==> config.mk <==
export PLATFORM = sky130hd
export DESIGN_NAME = uart_top
export DESIGN_NICKNAME = d
export VERILOG_FILES = /design/src/logic/uart_pkg.sv /design/src/logic/uart_tx_if.sv /design/src/logic/uart_apb_regs.sv /design/src/logic/uart_tx.sv /design/src/logic/uart_rx.sv /design/src/logic/uart_top.sv
export VERILOG_INCLUDE_DIRS = /design/src /design/src/logic
export SDC_FILE = /design/constraint.sdc
export NUM_CORES = 1
export LEC_CHECK = 0
export BUFFER_PORTS_ARGS = -buffer_cell sky130_fd_sc_hd__buf_2
export CAP_MARGIN = 15
export CORE_UTILIZATION = 45
export CTS_CLUSTER_DIAMETER = 150
export DETAILED_ROUTE_END_ITERATION = 10
export PLACE_DENSITY = 0.65
export RECOVER_POWER = 25
export SYNTH_ARGS = -nofsm -noshare
export SYNTH_HDL_FRONTEND = slang
export SYNTH_SLANG_ARGS = --single-unit
==> constraint.sdc <==
create_clock -name clk -period 1.85 [get_ports clk]
set_input_delay 0 -clock clk [delete_from_list [all_inputs] [get_ports clk]]
set_output_delay 0 -clock clk [all_outputs]
set_load 0.01 [all_outputs]
==> src/logic/uart_config.svh <==
`ifndef UART_CONFIG_SVH
`define UART_CONFIG_SVH

// ====================
// serial timing
// ====================

// clocks per serial bit, even and at least 8
`define UART_CLKS_PER_BIT 16

// data bits per frame
`define UART_DATA_BITS 8

// flops in the receive synchronizer
`define UART_SYNC_STAGES 3

// ====================
// bus
// ====================

`define UART_APB_ADDR_W 4

`endif

==> src/logic/uart_pkg.sv <==
`include "uart_config.svh"

package uart_pkg;

    // ====================
    // data
    // ====================

    typedef logic [`UART_DATA_BITS-1:0] byte_t;

    // ====================
    // register map
    // ====================

    typedef enum logic [`UART_APB_ADDR_W-1:0] {
        ADDR_DATA   = `UART_APB_ADDR_W'(0),
        ADDR_STATUS = `UART_APB_ADDR_W'(4),
        ADDR_CTRL   = `UART_APB_ADDR_W'(8)
    } reg_addr_e;

    // status read value, ti in bit 0
    typedef struct packed {
        logic [`UART_DATA_BITS-5:0] reserved;
        logic                       tx_busy;
        logic                       ren;
        logic                       ri;
        logic                       ti;
    } status_t;

endpackage

==> src/logic/uart_tx_if.sv <==
// link from the register block to the transmitter
interface uart_tx_if;

    // one-cycle request, only while busy is low
    logic            start;
    uart_pkg::byte_t data;

    // done pulses in the cycle busy falls
    logic            busy;
    logic            done;

    modport regs (
        output start,
        output data,
        input  busy,
        input  done
    );

    modport tx (
        input  start,
        input  data,
        output busy,
        output done
    );

endinterface

==> src/logic/uart_apb_regs.sv <==
`include "uart_config.svh"

module uart_apb_regs (
    input  logic                        clk,
    input  logic                        reset_n,

    // APB slave
    input  logic                        psel,
    input  logic                        penable,
    input  logic                        pwrite,
    input  logic [`UART_APB_ADDR_W-1:0] paddr,
    input  uart_pkg::byte_t             pwdata,
    output uart_pkg::byte_t             prdata,
    output logic                        pready,
    output logic                        pslverr,

    // receiver
    input  logic                        rx_valid,
    input  uart_pkg::byte_t             rx_data,
    output logic                        rx_enable,

    // flags
    output logic                        ti,
    output logic                        ri,

    uart_tx_if.regs                     tx
);

    logic            access;
    logic            data_wr;
    logic            data_wr_ok;
    logic            data_rd;
    logic            ctrl_wr;
    logic            ren;
    uart_pkg::byte_t rx_hold;
    uart_pkg::status_t status;

    // ====================
    // decode
    // ====================

    // transfers complete in the access phase, no wait states
    assign access     = psel & penable;
    assign data_wr    = access & pwrite & (paddr == uart_pkg::ADDR_DATA);
    assign data_rd    = access & ~pwrite & (paddr == uart_pkg::ADDR_DATA);
    assign ctrl_wr    = access & pwrite & (paddr == uart_pkg::ADDR_CTRL);
    assign data_wr_ok = data_wr & ~tx.busy;

    assign pready  = 1'b1;
    // a byte written while the frame is still going out is dropped
    assign pslverr = data_wr & tx.busy;

    assign tx.start = data_wr_ok;
    assign tx.data  = pwdata;

    // ====================
    // control and flags
    // ====================

    always_ff @(posedge clk or negedge reset_n) begin
        if (!reset_n) begin
            ren <= 1'b0;
        end else if (ctrl_wr) begin
            ren <= pwdata[0];
        end
    end

    assign rx_enable = ren;

    // a write in the done cycle starts the next frame, so it wins
    always_ff @(posedge clk or negedge reset_n) begin
        if (!reset_n) begin
            ti <= 1'b0;
        end else if (data_wr_ok) begin
            ti <= 1'b0;
        end else if (tx.done) begin
            ti <= 1'b1;
        end
    end

    always_ff @(posedge clk or negedge reset_n) begin
        if (!reset_n) begin
            ri <= 1'b0;
        end else if (rx_valid) begin
            ri <= 1'b1;
        end else if (data_rd) begin
            ri <= 1'b0;
        end
    end

    // newest byte wins, even if ri is still set
    always_ff @(posedge clk) begin
        if (rx_valid) begin
            rx_hold <= rx_data;
        end
    end

    // ====================
    // read mux
    // ====================

    always_comb begin
        status          = '0;
        status.tx_busy  = tx.busy;
        status.ren      = ren;
        status.ri       = ri;
        status.ti       = ti;
    end

    always_comb begin
        prdata = '0;
        if (access && !pwrite) begin
            case (paddr)
                uart_pkg::ADDR_DATA:   prdata = rx_hold;
                uart_pkg::ADDR_STATUS: prdata = status;
                uart_pkg::ADDR_CTRL:   prdata = uart_pkg::byte_t'(ren);
                default:               prdata = '0;
            endcase
        end
    end

endmodule

==> src/logic/uart_tx.sv <==
`include "uart_config.svh"

module uart_tx (
    input  logic  clk,
    input  logic  reset_n,
    uart_tx_if.tx tx,
    output logic  txd
);

    localparam int CPB        = `UART_CLKS_PER_BIT;
    localparam int FRAME_BITS = `UART_DATA_BITS + 2;
    localparam int CNT_W      = $clog2(CPB);
    localparam int BIT_W      = $clog2(FRAME_BITS);

    logic [FRAME_BITS-1:0] shift_q;
    logic [CNT_W-1:0]      baud_cnt;
    logic [BIT_W-1:0]      bit_cnt;
    logic                  bit_end;
    logic                  last_bit;

    assign bit_end  = (baud_cnt == CNT_W'(CPB - 1));
    assign last_bit = (bit_cnt == BIT_W'(FRAME_BITS - 1));

    // ====================
    // bit timer
    // ====================

    always_ff @(posedge clk or negedge reset_n) begin
        if (!reset_n) begin
            baud_cnt <= '0;
        end else if (tx.start || bit_end) begin
            baud_cnt <= '0;
        end else if (tx.busy) begin
            baud_cnt <= baud_cnt + CNT_W'(1);
        end
    end

    // ====================
    // frame shifter
    // ====================

    // idle line is all ones, so txd rests high
    always_ff @(posedge clk or negedge reset_n) begin
        if (!reset_n) begin
            shift_q <= '1;
            bit_cnt <= '0;
            tx.busy <= 1'b0;
            tx.done <= 1'b0;
        end else begin
            tx.done <= 1'b0;
            if (tx.start) begin
                // stop, data, start; LSB goes out first
                shift_q <= {1'b1, tx.data, 1'b0};
                bit_cnt <= '0;
                tx.busy <= 1'b1;
            end else if (tx.busy && bit_end) begin
                if (last_bit) begin
                    shift_q <= '1;
                    bit_cnt <= '0;
                    tx.busy <= 1'b0;
                    tx.done <= 1'b1;
                end else begin
                    shift_q <= {1'b1, shift_q[FRAME_BITS-1:1]};
                    bit_cnt <= bit_cnt + BIT_W'(1);
                end
            end
        end
    end

    assign txd = shift_q[0];

endmodule

==> src/logic/uart_rx.sv <==
`include "uart_config.svh"

module uart_rx (
    input  logic            clk,
    input  logic            reset_n,
    input  logic            rxd,
    input  logic            rx_enable,
    output logic            rx_valid,
    output uart_pkg::byte_t rx_data
);

    localparam int CPB   = `UART_CLKS_PER_BIT;
    localparam int SYNC  = `UART_SYNC_STAGES;
    localparam int DBITS = `UART_DATA_BITS;
    localparam int CNT_W = $clog2(CPB);
    localparam int BIT_W = $clog2(DBITS);

    typedef enum logic [1:0] {
        RX_IDLE,
        RX_START,
        RX_DATA,
        RX_STOP
    } rx_state_e;

    rx_state_e       state;
    logic [SYNC-1:0] sync_q;
    logic            rx_s;
    logic            fall;
    logic [CNT_W-1:0] baud_cnt;
    logic [BIT_W-1:0] bit_cnt;
    logic            half_pt;
    logic            sample_pt;
    uart_pkg::byte_t shift_q;

    // ====================
    // synchronizer
    // ====================

    // preset high so reset does not look like a start edge
    always_ff @(posedge clk or negedge reset_n) begin
        if (!reset_n) begin
            sync_q <= '1;
        end else begin
            sync_q <= {sync_q[SYNC-2:0], rxd};
        end
    end

    assign rx_s = sync_q[SYNC-1];
    // high now, low on the next stage in
    assign fall = rx_s & ~sync_q[SYNC-2];

    assign half_pt   = (baud_cnt == CNT_W'(CPB / 2));
    assign sample_pt = (baud_cnt == CNT_W'(CPB - 1));

    // ====================
    // frame FSM
    // ====================

    always_ff @(posedge clk or negedge reset_n) begin
        if (!reset_n) begin
            state    <= RX_IDLE;
            baud_cnt <= '0;
            bit_cnt  <= '0;
        end else if (!rx_enable) begin
            // REN dropped mid frame
            state <= RX_IDLE;
        end else begin
            case (state)
                RX_IDLE: begin
                    baud_cnt <= '0;
                    if (fall) begin
                        state <= RX_START;
                    end
                end
                RX_START: begin
                    if (half_pt) begin
                        baud_cnt <= '0;
                        bit_cnt  <= '0;
                        // short low pulse, back to idle
                        state    <= rx_s ? RX_IDLE : RX_DATA;
                    end else begin
                        baud_cnt <= baud_cnt + CNT_W'(1);
                    end
                end
                RX_DATA: begin
                    if (sample_pt) begin
                        baud_cnt <= '0;
                        if (bit_cnt == BIT_W'(DBITS - 1)) begin
                            state <= RX_STOP;
                        end else begin
                            bit_cnt <= bit_cnt + BIT_W'(1);
                        end
                    end else begin
                        baud_cnt <= baud_cnt + CNT_W'(1);
                    end
                end
                default: begin
                    // stop bit value is not checked
                    if (sample_pt) begin
                        baud_cnt <= '0;
                        state    <= RX_IDLE;
                    end else begin
                        baud_cnt <= baud_cnt + CNT_W'(1);
                    end
                end
            endcase
        end
    end

    // LSB arrives first, shift in from the top
    always_ff @(posedge clk) begin
        if (rx_enable && state == RX_DATA && sample_pt) begin
            shift_q <= {rx_s, shift_q[DBITS-1:1]};
        end
    end

    assign rx_valid = rx_enable & (state == RX_STOP) & sample_pt;
    assign rx_data  = shift_q;

endmodule

==> src/logic/uart_top.sv <==
`include "uart_config.svh"

module uart_top (
    input  logic                        clk,
    input  logic                        reset_n,

    // APB
    input  logic                        psel,
    input  logic                        penable,
    input  logic                        pwrite,
    input  logic [`UART_APB_ADDR_W-1:0] paddr,
    input  uart_pkg::byte_t             pwdata,
    output uart_pkg::byte_t             prdata,
    output logic                        pready,
    output logic                        pslverr,

    // serial line and flags
    input  logic                        rxd,
    output logic                        txd,
    output logic                        ti,
    output logic                        ri
);

    logic            rx_enable;
    logic            rx_valid;
    uart_pkg::byte_t rx_data;

    uart_tx_if i_tx_if ();

    uart_apb_regs i_regs (
        .clk       (clk),
        .reset_n   (reset_n),
        .psel      (psel),
        .penable   (penable),
        .pwrite    (pwrite),
        .paddr     (paddr),
        .pwdata    (pwdata),
        .prdata    (prdata),
        .pready    (pready),
        .pslverr   (pslverr),
        .rx_valid  (rx_valid),
        .rx_data   (rx_data),
        .rx_enable (rx_enable),
        .ti        (ti),
        .ri        (ri),
        .tx        (i_tx_if.regs)
    );

    uart_tx i_tx (
        .clk     (clk),
        .reset_n (reset_n),
        .tx      (i_tx_if.tx),
        .txd     (txd)
    );

    uart_rx i_rx (
        .clk       (clk),
        .reset_n   (reset_n),
        .rxd       (rxd),
        .rx_enable (rx_enable),
        .rx_valid  (rx_valid),
        .rx_data   (rx_data)
    );

endmodule

==> parameters.txt, run 1 <==
Parameter                              Value

Outcome
  Status    complete, no violations

Yosys
  Register area share after synthesis    0.5566
  Post-synthesis register bit count    50
  Post-synth top flop    dfrtp_1
  Leading area contributor after synthesis    dfrtp_1
  Leading post-synthesis cells by instance count    22 x dfrtp_1, 17 x nor2_1, 16 x edfxtp_1, 13 x inv_1, 12 x dfstp_2
  Top-count cell post-synth    dfrtp_1
  Unique cell type count in the Yosys netlist    58
  Area contributors post-synth    dfrtp_1 23%, edfxtp_1 20%, dfstp_2 13%
  Synth Cell Area    2419 sq um
  Yosys warnings    0
  Synthesized Nets    231
  Cell count after synthesis    206
  Yosys top cell area share    0.2276
  Number of synthesized flops with an enable pin    16
  Syn_area_per_cell    11.74 sq um
  Fraction of synthesis flops using an asynchronous set or reset pin    0.6800

Final layout
  N_diodes    0
  Number of fill cells in the layout    460
  Number of nets in the finished design    273
  FF/Latch Area    1346 sq um
  Area growth from synthesis to layout    17.33%
  Proportion of layout cells with a drive suffix above 1    0.2691
  Area of the multi-input gates    962.2 sq um

Timing
  Fin crit share    0.9059
  Total negative setup slack    0 ps
  Hold Vio Cnt, Final    0
  Transition time at the pin with the least slew margin    862.2 ps
  Time the worst path needs with I/O delays and setup    1676 ps
  Final max-slew violation count    0
  Max frequency    596.7 MHz
  Normalized max-slew margin    0.4252
  Final worst hold slack    55.15 ps
  Setup Viol. Count Final    0
  Unrepaired setup endpoints after global routing    false
  Post-Route Skew    5.854 ps
  Final critical-path setup slack    174.1 ps

Routing
  Total routed wirelength    4.604 mm
  DRT iter0 DRCs    100
  DR WL/cell    14.43 microns
  First-pass iteration count of the detailed router    4
  Antenna Violating Nets Remaining    0
  Number of vias per cell    5.408
  Final routed DRC violation total    0
  Via count of the routed design    1725

Setup path
  Origin of the critical flop-to-flop path    i_tx.baud_cnt[0]
  Largest incremental delay on the critical path    420 ps
  Worst setup slack for register-to-register paths    170 ps
  Cell count of the worst reg-to-reg path    5
  Critical path start-end classification    reg -> reg
  Slowest CP cell    dfrtp_1
  Crit path capture type    flop
  Data arrival time at the worst-slack endpoint    1920 ps
  Kind of start point of the critical path    flop
  Worst Path Buf+Inv    1
  RR Endpoint    i_tx.shift_q[5]
  Largest driver fanout on the critical path    8
  Gate family responsible for the most delay along the worst path    flip-flops
  Crit path required time    2090 ps
  Critical path cell sequence    ha_1 > and4_1 > o21ai_0 > buf_4 > o221a_1

GRT
  Antenna violations before repair    0
  GRT Total Usage    0.1823
  Via count of the first global-routing pass    1676
  Maximum number of pins on one net before global-route repair    35
  Sum of overflow across all layers after global routing    0
  Global-route wire length before repair    7.645 mm

Hold path
  Startpoint of the most critical hold path    pwrite
  End point of the worst hold path    i_regs.ri
  Number of cells traversed by the worst hold path    3
  Class of the worst hold path    in -> reg

Pwr
  PD cells    982.9 nW/um^2
  Cell-internal power    1.983 mW
  Power Total    2.789 mW
  Worst IR drop on VDD    0.0004190 V
  Switching fraction of total power    0.2890
  Power share of the clock group    0.278
  Sequential power share    0.527
  Switching component of the power    806.2 uW
  Combinational power share    0.196
  Leak Pwr    1.240 nW

Clock tree
  CTS root buf    clkbuf_8
  Number of clock sinks seen by CTS    50
  Inserted Clock Buffers    5
  Deepest level of the CTS H-tree    2
  TritonCTS clock tree    built
  Worst-case clock buffer depth    2
  Clock edge transition at the registers on the reported setup and hold paths    90 ps
  Insertion delay of the later-clocked pin in the worst-skew pair    300 ps

Place
  HPWL after detailed placement    3.256 mm
  Worst slack after detailed placement    184.0 ps
  Final weighted congestion in routability-driven placement    0.7949
  Number of input and output port buffers inserted    29

Die
  Die Y-Extent    75.31 microns
  Die outline width    75.31 microns
  Die Area    5672 sq um
  Number of core rows    26
  IO Count    31
  Core Region    5140 sq um
  Starting density of the core    0.4705

Flow run
  MaxCap Viol Count    0
## cell type report
| type | count | area share |
|---|---|---|
| sequential | 50 | 0.4744 |
| multi-input combinational | 133 | 0.3391 |
| timing repair buffer | 45 | 0.09877 |
| tap | 70 | 0.03086 |
| clock buffer | 5 | 0.02425 |
| inverter | 13 | 0.01720 |
| clock inverter | 3 | 0.01543 |
## power groups by stage
stage	Combinational [mW]	Clock (mW)	Sequential (mW)
floorplan	0.402	0	1.45
global placement	0.530	0	1.48
detailed placement	0.539	0	1.49
CTS	0.552	0.805	1.47
global route	0.627	0.860	1.50
finish	0.546	0.774	1.47
## worst register-to-register path: stages, from the launching register on
cell and delay, ps:
dfrtp_1 420, ha_1 290, and4_1 380, o21ai_0 130, buf_4 170, o221a_1 230
## cells by family (layout without fill, tap and decap cells)
kind of cell             count (synthesis)  count (layout)  synth area share
buffers and inverters                   23              66           0.04552
adder cells (fa/ha/maj)                  7               7           0.03621
AO/OA/AOI/OAI                           39              39            0.1247
other                                    1               1          0.001551
flip-flops                              50              50            0.5566
multiplexers                             8               8           0.03518
XOR/XNOR                                 3               3           0.01087
AND/OR/NAND/NOR                         75              75            0.1893
## layout by cell type, fill, tap and decap left out, types with 2 or more instances in the layout
| cell | netlist | final |
|---|---|---|
| buf_2 | 1 | 28 |
| dfrtp_1 | 22 | 22 |
| nor2_1 | 17 | 17 |
| edfxtp_1 | 16 | 16 |
| inv_1 | 13 | 13 |
| dfstp_2 | 12 | 10 |
| buf_4 | 2 | 10 |
| nand2_1 | 8 | 8 |
| o21ai_0 | 7 | 7 |
| nor3_1 | 7 | 7 |
| ha_1 | 7 | 7 |
| nor4_1 | 6 | 6 |
| dlygate4sd3_1 | 0 | 6 |
| nand3_1 | 5 | 5 |
| a221oi_1 | 5 | 5 |
| clkbuf_8 | 0 | 5 |
| and2_1 | 4 | 4 |
| mux2i_1 | 4 | 4 |
| and3_1 | 4 | 4 |
| mux2_2 | 4 | 4 |
| nand3b_1 | 3 | 3 |
| o211ai_1 | 3 | 3 |
| a21oi_1 | 3 | 3 |
| nor3b_1 | 3 | 3 |
| nor3_4 | 2 | 2 |
| nor4b_1 | 2 | 2 |
| and4_1 | 2 | 2 |
| nand2b_1 | 2 | 2 |
| nand4_1 | 2 | 2 |
| nor2b_1 | 2 | 2 |
| a31oi_1 | 2 | 2 |
| xnor2_1 | 2 | 2 |
| o311ai_1 | 2 | 2 |
| o221a_1 | 2 | 2 |
| dfstp_1 | 0 | 2 |
## flip-flops by register name (all words and copies together), names as in the netlist
signal / count
i_regs.ri: 1
i_regs.rx_enable: 1
i_regs.rx_hold: 8
i_regs.ti: 1
i_rx.baud_cnt: 4
i_rx.bit_cnt: 3
i_rx.rx_data: 8
i_rx.state: 2
i_rx.sync_q: 3
i_tx.baud_cnt: 4
i_tx.bit_cnt: 4
i_tx.shift_q: 9
i_tx.tx.busy: 1
i_tx.tx.done: 1
## through the flow
step	utilization	instance area, sq um	cells
floorplan	-	2419	206
global placement	0.5185	2665	305
detailed placement	0.5185	2665	305
CTS	0.5521	2838	319
global route	0.5521	2838	319
finish	0.5521	2838	319
## what timing repair did
item / in CTS / in global routing
buffers inserted: 0 / 0
hold buffers: 6 / 0
endpoints found under the hold margin: 27 / 0
endpoints found under the setup margin: 0 / 0
gates resized for setup: 0 / 0
## per-layer routing
| metal | vias up | share of wire | wire, microns | GRT usage |
|---|---|---|---|---|
| met4 | 0 | 0.014 | 65 | 0.07407 |
| li1 | 850 | - | - | - |
| met1 | 838 | 0.49 | 2265 | 0.2442 |
| met2 | 31 | 0.46 | 2116 | 0.2877 |
| met3 | 6 | 0.034 | 157 | 0.04233 |
| met5 | - | 0 | 0 | 0 |
## worst max path at each step
stage                startpoint               to  depth (start not counted)
3_5_place_dp   i_tx.baud_cnt[0]  i_tx.shift_q[3]                          5
5_1_grt        i_tx.baud_cnt[0]  i_tx.shift_q[1]                          5
2_1_floorplan  i_regs.rx_enable  i_rx.rx_data[0]                          3
4_1_cts        i_tx.baud_cnt[0]  i_tx.shift_q[3]                          5
6_report       i_tx.baud_cnt[0]  i_tx.shift_q[5]                          5
3_3_place_gp    i_rx.bit_cnt[0]  i_rx.bit_cnt[2]                          5
No activity file was read; power rests on OpenSTA's default activity.
==> inputs of run 2 (changes only) <==
==> constraint.sdc (replaced) <==
create_clock -name clk -period 1.85 [get_ports clk]
set_input_delay 0.4625 -clock clk [delete_from_list [all_inputs] [get_ports clk]]
set_output_delay 0.4625 -clock clk [all_outputs]
set_load 0.01 [all_outputs]
==> parameters.txt, run 2 (synthesized netlist as in run 1, its figures left out) <==
Parameter                              Value

Outcome
  Status    finished with violations
  Failing checks    setup timing

Timing
  Time the worst path needs with I/O delays and setup    2089 ps (+412.7 ps)
  Hold Vio Cnt, Final    0 (unchanged)
  Final max-slew violation count    0 (unchanged)
  Transition time at the pin with the least slew margin    856.1 ps (-6.106 ps)
  Unrepaired setup endpoints after global routing    true
  Post-Route Skew    11.15 ps (+5.301 ps)
  Normalized max-slew margin    0.4293 (+0.004071)
  Setup Viol. Count Final    9 (+9)
  Max frequency    478.8 MHz (-20%)
  Final worst hold slack    248.3 ps (+193.2 ps)
  Fin crit share    1.129 (+0.2231)
  Final critical-path setup slack    -238.6 ps (-412.7 ps)

Setup path
  Cell count of the worst reg-to-reg path    3 (-2)
  RR Endpoint    i_regs.rx_hold[7]
  Slowest CP cell    or4_4
  Kind of start point of the critical path    input port
  Crit path capture type    output pin
  Largest incremental delay on the critical path    550 ps (+130 ps)
  Crit path required time    1390 ps (-700 ps)
  Startpoint of the worst setup timing path    paddr[2]
  Largest driver fanout on the critical path    5 (-3)
  Worst setup slack for register-to-register paths    190 ps (+20 ps)
  Origin of the critical flop-to-flop path    i_rx.baud_cnt[0]
  Critical path cell sequence    buf_6 > or4_4 > nor3_4 > and2_1 > buf_2
  Worst Path Buf+Inv    2 (+1)
  Gate family responsible for the most delay along the worst path    simple AND/OR/NAND/NOR gates
  Critical path start-end classification    in -> out
  Data arrival time at the worst-slack endpoint    1630 ps (-290 ps)

Place
  Final weighted congestion in routability-driven placement    0.7553 (-5.0%)
  Worst slack after detailed placement    -317.2 ps (-501.3 ps)
  HPWL after detailed placement    3.515 mm (+8.0%)
  Number of input and output port buffers inserted    29 (unchanged)

Hold path
  Startpoint of the most critical hold path    rxd
  Class of the worst hold path    in -> reg
  End point of the worst hold path    i_rx.sync_q[0]
  Number of cells traversed by the worst hold path    1 (-2)

Final layout
  Area growth from synthesis to layout    20.95%
  Fin util    0.5691 (+0.01704)
  Number of flip-flops under the largest register name    9 (unchanged)
  Most common library cell in the layout ignoring fill and taps    buf_2
  Leading cell types in the layout, fill and taps excluded    23 x buf_2, 22 x dfrtp_1, 22 x buf_4, 16 x edfxtp_1, 14 x nor2_1
  N_diodes    0 (unchanged)
  Register ranked first by flip-flop count    i_tx.shift_q
  Number of nets in the finished design    280 (+2.6%)
  Proportion of layout cells with a drive suffix above 1    0.3398 (+0.07077)

Routing
  First-pass iteration count of the detailed router    4 (unchanged)
  Number of vias per cell    5.515 (+2.0%)
  DR WL/cell    15.15 microns (+5.0%)
  DRT iter0 DRCs    131 (+31%)
  Final routed DRC violation total    0 (unchanged)
  Via count of the routed design    1798 (+4.2%)
  Antenna Violating Nets Remaining    0 (unchanged)
  Total routed wirelength    4.939 mm (+7.3%)

GRT
  Maximum number of pins on one net before global-route repair    35 (unchanged)
  GRT Total Usage    0.1943 (+0.01198)
  Antenna violations before repair    0 (unchanged)
  Sum of overflow across all layers after global routing    0 (unchanged)
  Global-route wire length before repair    8.169 mm (+6.9%)
  Via count of the first global-routing pass    1824 (+8.8%)

Die
  Die outline width    75.31 microns (unchanged)
  Number of core rows    26 (unchanged)
  Starting density of the core    0.4705 (unchanged)
  IO Count    31 (unchanged)
  Die Y-Extent    75.31 microns (unchanged)
  Core Region    5140 sq um (unchanged)
  Die Area    5672 sq um (unchanged)

Clock tree
  TritonCTS clock tree    built
  Deepest level of the CTS H-tree    2 (unchanged)
  Inserted Clock Buffers    5 (unchanged)
  Clock edge transition at the registers on the reported setup and hold paths    90 ps (about the same)
  Worst-case clock buffer depth    2 (unchanged)
  Total of hold buffers inserted after clock tree synthesis    0 (-6)
  Insertion delay of the later-clocked pin in the worst-skew pair    310 ps (about the same)
  CTS root buf    clkbuf_8
  Number of clock sinks seen by CTS    50 (unchanged)

Pwr
  Power Total    2.687 mW (-3.7%)
  Leak Pwr    1.274 nW (+2.7%)
  PD cells    918.7 nW/um^2 (-6.5%)
  Worst IR drop on VDD    0.0003692 V (-12%)

Flow run
  MaxCap Viol Count    0 (unchanged)
==> run 2: metrics by stage <==
stage	area, sq um	setup TNS [ps]	std cells
6_report	2925	-1541	326
5_1_grt	2925	-1926	326
4_1_cts	2922	-1607	326
3_5_place_dp	2771	-2534	316
3_3_place_gp	2771	-2306	316
2_1_floorplan	2442	-839.8	206
==> run 2: layout make-up <==
cell class,instances,area (sq um)
Clock buffer,5,68.82
Clock inverter,3,23.77
Fill cell,460,2215
Inverter,13,48.80
Multi-Input combinational cell,133,997.2
Sequential cell,50,1346
Tap cell,70,87.58
Timing Repair Buffer,52,352.8
==> run 2: worst max-delay path by stage <==
stage | to | slack (ps) | cells past startpoint
6_report | prdata[7] | -240 | 5
5_1_grt | prdata[7] | -290 | 5
4_1_cts | prdata[7] | -230 | 5
3_5_place_dp | prdata[7] | -320 | 5
3_3_place_gp | prdata[6] | -270 | 5
2_1_floorplan | prdata[4] | -180 | 5
==> run 2: where the power goes <==
part | leakage, nW | total (mW) | switching (mW) | internal [mW]
clock | 0.0408 | 0.651 | 0.380 | 0.271
combinational | 0.689 | 0.573 | 0.293 | 0.280
sequential | 0.544 | 1.46 | 0.153 | 1.31
total | 1.27 | 2.69 | 0.827 | 1.86
==> run 2: what timing repair did <==
item / in CTS / in global routing
cloned: 0 / 0
buffers inserted: 2 / 0
endpoints found under the setup margin: 9 / 10
resized for setup: 7 / 2
pin swaps: 10 / 3
endpoints found under the hold margin: 0 / 0
==> run 2: layer usage <==
layer	vias up	track usage	share of wire
li1	859	-	-
met2	43	0.3204	0.47
met1	888	0.2541	0.47
met3	8	0.03968	0.037
met4	0	0.07407	0.017
met5	-	0	0
==> inputs of run 3 (changes only) <==
Settings changed: CORE_MARGIN set to 4.
==> parameters.txt, run 3 (synthesized netlist as in run 1, its figures left out) <==
Parameter                              Value

Outcome
  Failing checks    setup timing
  Status    finished with violations

GRT
  Met2 capacity usage during global routing    0.2704 (-0.05008)
  Met1 Use GR    0.2219 (-0.03220)
  Sum of overflow across all layers after global routing    0 (unchanged)
  Antenna violations before repair    0 (unchanged)
  Grt met3 use    0.03326 (-0.006423)
  Via count of the first global-routing pass    1816 (-0.44%)
  Maximum number of pins on one net before global-route repair    35 (unchanged)
  Global route hottest layer    met2
  Global-route wire length before repair    8.459 mm (+3.6%)
  GRT Total Usage    0.1660 (-0.02835)

Pwr
  PD cells    910.8 nW/um^2 (-0.86%)
  Leak Pwr    1.276 nW (+0.21%)
  Power Total    2.669 mW (-0.69%)
  Worst IR drop on VDD    0.0004122 V (+12%)

Timing
  Unrepaired setup endpoints after global routing    true
  Hold Vio Cnt, Final    0 (unchanged)
  Final critical-path setup slack    -245.3 ps (-6.625 ps)
  Final worst hold slack    256.9 ps (+8.619 ps)
  Normalized max-slew margin    0.4193 (-0.01001)
  Fin crit share    1.133 (+0.003581)
  Total negative setup slack    -1905 ps (-364.4 ps)
  Transition time at the pin with the least slew margin    871.1 ps (+15.02 ps)
  Post-Route Skew    3.242 ps (-7.912 ps)
  Setup Viol. Count Final    9 (unchanged)
  Final max-slew violation count    0 (unchanged)
  Max frequency    477.3 MHz (-0.32%)
  Time the worst path needs with I/O delays and setup    2095 ps (+6.625 ps)

Routing
  Antenna Violating Nets Remaining    0 (unchanged)
  Number of vias per cell    5.402 (-2.1%)
  First-pass iteration count of the detailed router    4 (unchanged)
  Final routed DRC violation total    0 (unchanged)
  DRT iter0 DRCs    117 (-11%)
  DR WL/cell    15.22 microns (+0.47%)
  Total routed wirelength    4.962 mm (+0.47%)
  Via count of the routed design    1761 (-2.1%)

Clock tree
  Insertion delay of the later-clocked pin in the worst-skew pair    300 ps (about the same)
  Total of hold buffers inserted after clock tree synthesis    0 (unchanged)
  TritonCTS clock tree    built
  Worst-case clock buffer depth    2 (unchanged)
  Deepest level of the CTS H-tree    2 (unchanged)
  Inserted Clock Buffers    5 (unchanged)
  CTS root buf    clkbuf_8
  Clock edge transition at the registers on the reported setup and hold paths    90 ps (about the same)
  Number of clock sinks seen by CTS    50 (unchanged)

Setup path
  Crit path capture type    output pin
  Kind of start point of the critical path    input port
  Data arrival time at the worst-slack endpoint    1630 ps (about the same)
  Critical path start-end classification    in -> out
  Crit path required time    1390 ps (about the same)
  Worst setup slack for register-to-register paths    140 ps (-50 ps)
  Largest driver fanout on the critical path    5 (unchanged)

Final layout
  Register ranked first by flip-flop count    i_tx.shift_q
  Leading cell types in the layout, fill and taps excluded    24 x buf_2, 21 x dfrtp_1, 21 x buf_4, 16 x edfxtp_1, 14 x nor2_1
  Area growth from synthesis to layout    21.16%
  Most common library cell in the layout ignoring fill and taps    buf_2
  Number of nets in the finished design    280 (unchanged)
  Number of fill cells in the layout    432 (-6.1%)
  Number of flip-flops under the largest register name    9 (unchanged)
  Fin util    0.5665 (-0.002611)
  N_diodes    0 (unchanged)
  Proportion of layout cells with a drive suffix above 1    0.3438 (+0.003906)

Place
  Final weighted congestion in routability-driven placement    0.7833 (+3.7%)
  HPWL after detailed placement    3.437 mm (-2.2%)
  Worst slack after detailed placement    -333.9 ps (-16.67 ps)
  Number of input and output port buffers inserted    29 (unchanged)

Die
  Die Y-Extent    81.31 microns (+8.0%)
  Starting density of the core    0.4676 (-0.002959)
  IO Count    31 (unchanged)
  Number of core rows    26 (unchanged)
  Core Region    5172 sq um (+0.63%)
  Die outline width    81.31 microns (+8.0%)
  Die Area    6611 sq um (+17%)

Hold path
  Class of the worst hold path    in -> reg

Flow run
  MaxCap Viol Count    0 (unchanged)
## run 3: per-stage QoR
stage / instance area, sq um / std cells
5_1_grt: 2930 / 326
6_report: 2930 / 326
4_1_cts: 2925 / 325
3_5_place_dp: 2776 / 315
2_1_floorplan: 2442 / 206
3_3_place_gp: 2776 / 315
## run 3: metal layers
metal  vias up  routed length [microns]
met2        34                     2354
li1        864                        -
met4         0                       40
met1       859                     2397
met3         4                      169
met5         -                        0
## run 3: final timing paths
path	start	endpoint	depth (start not counted)
setup / recovery	paddr[2]	prdata[7]	5
hold / removal	rxd	i_rx.sync_q[0]	1
setup reg to reg	i_rx.bit_cnt[0]	i_rx.bit_cnt[1]	5
hold reg to reg	i_rx.sync_q[0]	i_rx.sync_q[1]	0
max in group asynchronous	reset_n	i_regs.rx_enable	2
min in group asynchronous	reset_n	i_regs.ri	2
## run 3: cell type report
type,instances,area (sq um),share of cell area
Clock buffer,5,68.82,0.02348
Clock inverter,3,21.27,0.007259
Inverter,13,48.80,0.01665
Multi-Input combinational cell,133,997.2,0.3403
Sequential cell,50,1348,0.4599
Tap cell,70,87.58,0.02989
Timing Repair Buffer,52,359.1,0.1225
## run 3: repair_timing
item	4_1_cts	5_1_grt
pin swaps	7	1
resized for setup	8	0
endpoints found under the setup margin	9	9
buffers inserted	2	1
## run 3: power by group
part	total [mW]	switching, mW	internal (mW)
clock	0.628	0.363	0.265
combinational	0.573	0.285	0.288
sequential	1.47	0.158	1.31
total	2.67	0.806	1.86
## run 3: critical path: stages
cell	delay [ps]
buf_6	90
or4_4	550
nor3_4	220
and2_1	170
buf_2	130
